[src/verilog/alloc_unit.sv]
`timescale 1ns/100ps
`default_nettype none

module alloc_unit #(
    parameter int ENT_NUM = 8
) (
    input  wire  [ENT_NUM-1:0]         busy_i,
    input  wire  [1:0]                 req_num_i,
    output logic [$clog2(ENT_NUM)-1:0] free_1_o,
    output logic [$clog2(ENT_NUM)-1:0] free_2_o,
    output logic                       en_1_o,
    output logic                       en_2_o,
    output logic                       enough_o
);

    logic found_1;
    logic found_2;

    // lowest and second lowest free entries
    always_comb begin
        free_1_o = '0;
        free_2_o = '0;
        found_1 = 1'b0;
        found_2 = 1'b0;
        for (int i = 0; i < ENT_NUM; i++) begin
            if (!busy_i[i]) begin
                if (!found_1) begin
                    free_1_o = i[$clog2(ENT_NUM)-1:0];
                    found_1 = 1'b1;
                end else if (!found_2) begin
                    free_2_o = i[$clog2(ENT_NUM)-1:0];
                    found_2 = 1'b1;
                end
            end
        end
    end

    assign en_1_o = found_1 & (req_num_i != 2'd0);
    assign en_2_o = found_2 & (req_num_i == 2'd2);

    assign enough_o = (req_num_i == 2'd0)
                    | ((req_num_i == 2'd1) & found_1)
                    | ((req_num_i == 2'd2) & found_2);

endmodule

`default_nettype wire

[config.mk]
export PLATFORM = sky130hd
export DESIGN_NAME = alloc_unit
export DESIGN_NICKNAME = d
export VERILOG_FILES = /design/src/verilog/alloc_unit.sv
export SDC_FILE = /design/constraint.sdc
export NUM_CORES = 1
export LEC_CHECK = 0
export ABC_AREA = 1
export ABC_CLOCK_PERIOD_IN_PS = 1600
export BUFFER_PORTS_ARGS = -buffer_cell sky130_fd_sc_hd__buf_4
export CAP_MARGIN = 20
export CORE_AREA = 5 5 42 44
export DETAILED_ROUTE_END_ITERATION = 6
export DIE_AREA = 0 0 47 49
export GPL_ROUTABILITY_DRIVEN = 0
export PLACE_DENSITY = 0.63
export SLEW_MARGIN = 10
export SYNTH_ARGS = -nofsm -noshare
export SYNTH_HDL_FRONTEND = slang
export SYNTH_SLANG_ARGS = --single-unit
[constraint.sdc]
create_clock -name vclk -period 1.6
set_input_delay 0.24 -clock vclk [all_inputs]
set_output_delay 0.24 -clock vclk [all_outputs]
set_load 0.02 [all_outputs]
# Word-level counts from Yosys, hierarchy flattened

Cells that the tools add are included.

Register bits: 0
Output and inout bits: 9
Logic and storage cells: 64

Equality and inequality tests: 2
Muxes and demuxes: 55
Bitwise logic cells: 5
Reduce and logical (&&, ||, !) cells: 2

Operator list:

| cell                                                                  | count |
|---|---|
| 3-bit 2-to-1 mux                                                      | 30 |
| 1-bit 2-to-1 mux                                                      | 25 |
| 1-bit bitwise AND                                                     | 3 |
| 2-bit by 1-bit equality test with 1-bit output, second input constant | 1 |
| 2-bit equality test, second input constant                            | 1 |
| 2-bit logical NOT                                                     | 1 |
| 1-bit bitwise OR                                                      | 2 |
| 2-bit nonzero test                                                    | 1 |

# Logic depth before layout (Yosys ltp)

Depth after elaboration: 20
Depth in mapped cells: 10
Mapped depth without buffers: 10

# Worst setup path before layout

Ideal clock, no wire load.

Path type: input-to-output
Start point: input port busy_i[0]
End point: output port free_2_o[2]
Arrival time: 1.200 ns
Required time: 1.360 ns
Slack: 0.160 ns
Stages on the path: 8
Buffers on the path: 0
Cell sequence: ha_1 nand3_4 nor2_4 nor2_1 clkinv_1 nand2_2 nand3_1 nand3_1

Cells in the longest elaborated chain, start to end: 19
Elaborated cells between the ends (all ways): 35
Classes of those cells: 35 x mux

Ends and longest elaborated chain:

| what                                                        | RTL line | source |
|---|---|---|
| from (decl)                                                 | 7        | `input wire [ENT_NUM-1:0] busy_i,` |
| 1-bit 2-to-1 mux *                                          | 26, 27   |  |
| 1-bit 2-to-1 mux                                            | 26       | `if (!busy_i[i]) begin` |
| 3-bit 2-to-1 mux / 1-bit 2-to-1 mux (equally long branches) | 27       | `if (!found_1) begin` |
| 3-bit 2-to-1 mux / 1-bit 2-to-1 mux (equally long branches) | 26       |  |
| 3-bit 2-to-1 mux                                            | 30       | `end else if (!found_2) begin` |
| 3-bit 2-to-1 mux                                            | 27       |  |
| 3-bit 2-to-1 mux                                            | 26       |  |
| 3-bit 2-to-1 mux                                            | 30       |  |
| [... 3 more ...]                                            | n/a      |  |
| 3-bit 2-to-1 mux                                            | 27       |  |
| 3-bit 2-to-1 mux                                            | 26       |  |
| 3-bit 2-to-1 mux                                            | 30       |  |
| 3-bit 2-to-1 mux                                            | 27       |  |
| 3-bit 2-to-1 mux                                            | 26       |  |
| 3-bit 2-to-1 mux                                            | 30       |  |
| 3-bit 2-to-1 mux                                            | 27       |  |
| 3-bit 2-to-1 mux *                                          | 26       |  |
| to (decl)                                                   | 10       | `output logic [$clog2(ENT_NUM)-1:0] free_2_o,` |

Every way passes the cells marked *; elsewhere a longest branch is shown, timed or not.

# Final worst setup path

Start point: input port busy_i[1]
End point: output port enough_o

Cells in the longest elaborated chain, start to end: 15
Elaborated cells between the ends (all ways): 24
Classes of those cells: 20 x mux; 4 x bitwise

Ends and longest elaborated chain:

| what               | RTL line | source |
|---|---|---|
| 1-bit 2-to-1 mux   | 26       |  |
| 1-bit 2-to-1 mux   | 27       |  |
| 1-bit 2-to-1 mux   | 26       |  |
| 1-bit 2-to-1 mux   | 27       |  |
| 1-bit 2-to-1 mux   | 26       |  |
| 1-bit 2-to-1 mux   | 27       |  |
| 1-bit 2-to-1 mux   | 26       |  |
| 1-bit 2-to-1 mux   | 27       |  |
| 1-bit 2-to-1 mux   | 26       |  |
| 1-bit 2-to-1 mux   | 27       |  |
| 1-bit 2-to-1 mux   | 26       |  |
| 1-bit 2-to-1 mux   | 27       |  |
| 1-bit 2-to-1 mux   | 26       |  |
| 1-bit bitwise AND  | 43       | `\| ((req_num_i == 2'd2) & found_2);` |
| 1-bit bitwise OR * | 43       |  |
| to (decl)          | 13       | `output logic enough_o` |

Marks and branches as above.

==> impl_metrics.toml <==
[yosys]
postSynthCellCount = 86
synth_top_area_share = 0.187
yosysMostFrequentCell = "nand2_1"
ys_top_cells_by_area = "nand2_1, ha_1, inv_1"
synth_fp_nets = 101
synthTopCellsByCount = "nand2_1, inv_1, nand3_1, ha_1, nor2_1"
synthesis.area_um2 = 483
yosysUniqueCellTypes = 24
synth_area_leader_cell = "nand2_1"
yosysWarnings = 0
synth.avg_cell_area_um2 = 5.62
yosysSeqAreaShare = 0

[route]
ant_nets = 0
drt_pre_antenna_iters = 4
vias = 626
vias_per_cell = 4.89
wl_per_cell_um = 11.9
drt_iter0_markers = 7
finalWirelength_um = 1520
drc = 0

[sta]
fmax_mhz = 634
maxSlewHeadroom = 0.829
rsz0062_at_grt = "yes"
fin_crit_sh = 0.985
drv_slew = 0
period_needed_ns = 1.58
finalSetupViolations = 0
tightest_slew_ns = 0.255
hold_viol_final = 0
whs_ns = 0.852

[floorplanning]
chipHeight_um = 49
row_count = 14
core_area_um2 = 1400
dieArea_um2 = 2300
ioPinCount = 19
start_util = 0.345
dieWidth_um = 47

[finish]
final_core_util = 0.646
num-nets-final = 129
syn_to_final_growth_pct = 87.3
antenna_cells = 0
regArea_um2 = 0
seq_cells = 0
final_cell_area_um2 = 905
drive_gt1_frac = 0.571
clkbuf_count = 0
layout.cells.non_filler = 128
fillCellCount = 143

[power]
peakVddDrop_mv = 0.143
power.density_nw_per_um2 = 288
p_leak_uw = 0.000461

[global_route]
grt_max_degree = 9
met3_usage = 0.00369
grt_pass1_wl_um = 2120
overflow = 0
antenna_found_initial = 0
use_met2 = 0.217
grt_use_total = 0.112
grt-busiest-layer = "met2"
met1_usage = 0.135
grt_pass1_vias = 555

[outcome]
status = "completed"

[setup_path]
worstPathArrival_ns = 1.34
worstSetupStartpointType = "input port"
critPathLaunch = "busy_i[1]"
path_max_fanout = 4
worst_ep_required_time_ns = 1.36
critPathKind = "input port to output port"
end_kind = "output port"

[run]
max_cap_violations = 0

[hold_path]
worstHoldStart = "busy_i[2]"
hold_path.class = "input port to output port"

[placement]
dp_cells = 127
port_buffers = 19
placed_cell_area_um2 = 693
hpwl_um = 1100
-- routing by layer --
metal / wire length [um] / share of wire
met1: 546 / 0.36
met2: 904 / 0.59
met3: 71 / 0.047
met4: 0 / 0
met5: 0 / 0
-- cell type report --
| type | count | area (um2) | area share |
|---|---|---|---|
| Multi-Input combinational cell | 66 | 572 | 0.632 |
| Tap cell | 16 | 20.0 | 0.0221 |
| Timing Repair Buffer | 27 | 236 | 0.261 |
| Inverter | 19 | 76.3 | 0.0844 |
-- layout by cell type (no fill, tap or decap), types with 3 or more instances in the layout --
cell type	instances
inv_1	12
nand3_4	5
ha_4	3
buf_4	20
nand2_4	5
nor2_4	4
nand2_2	7
nand3_1	6
nand2_1	15
buf_6	5
nand4_1	3
inv_2	5
-- what timing repair did --
item	in CTS	in global routing
buffers inserted	0	1
pin swaps	4	17
resized for setup	11	40
hold buffers	0	0
endpoints found under the setup margin	5	5
-- through the flow --
step | setup TNS (ns) | setup slack [ns] | total power [uW]
after floorplan | 0 | 0.160 | 111
after global placement | -0.361 | -0.113 | 190
after detailed placement | -0.472 | -0.142 | 192
after CTS | 0 | 0.00830 | 203
after global routing | -0.158 | -0.0438 | 283
final | 0 | 0.0234 | 260
-- worst paths after layout --
check                          to  slack (ns)  depth (start not counted)
worst max-delay path     enough_o        0.02                         10
worst min-delay path  free_1_o[1]        0.85                          3
-- power breakdown --
group | switching (uW) | internal [uW]
clock | 0 | 0
combinational | 144 | 116
sequential | 0 | 0
-- worst max-delay path, cell delays in order --
cell and delay [ns]:
buf_8 0.08, ha_4 0.17, nand3_4 0.11, nor2_4 0.17
nand2_2 0.10, nand2_4 0.08, nand2_4 0.06, o21bai_4 0.11
nand2_1 0.07, buf_6 0.13
-- kinds of logic (layout without fill, tap and decap cells) --
| group | count (synthesis) | in the layout | synth area share |
|---|---|---|---|
| compound gates | 10 | 10 | 0.171 |
| fa+ha+maj | 5 | 5 | 0.130 |
| buf+inv | 20 | 46 | 0.158 |
| simple gates | 51 | 51 | 0.541 |
(Power assumes the default switching activity.)
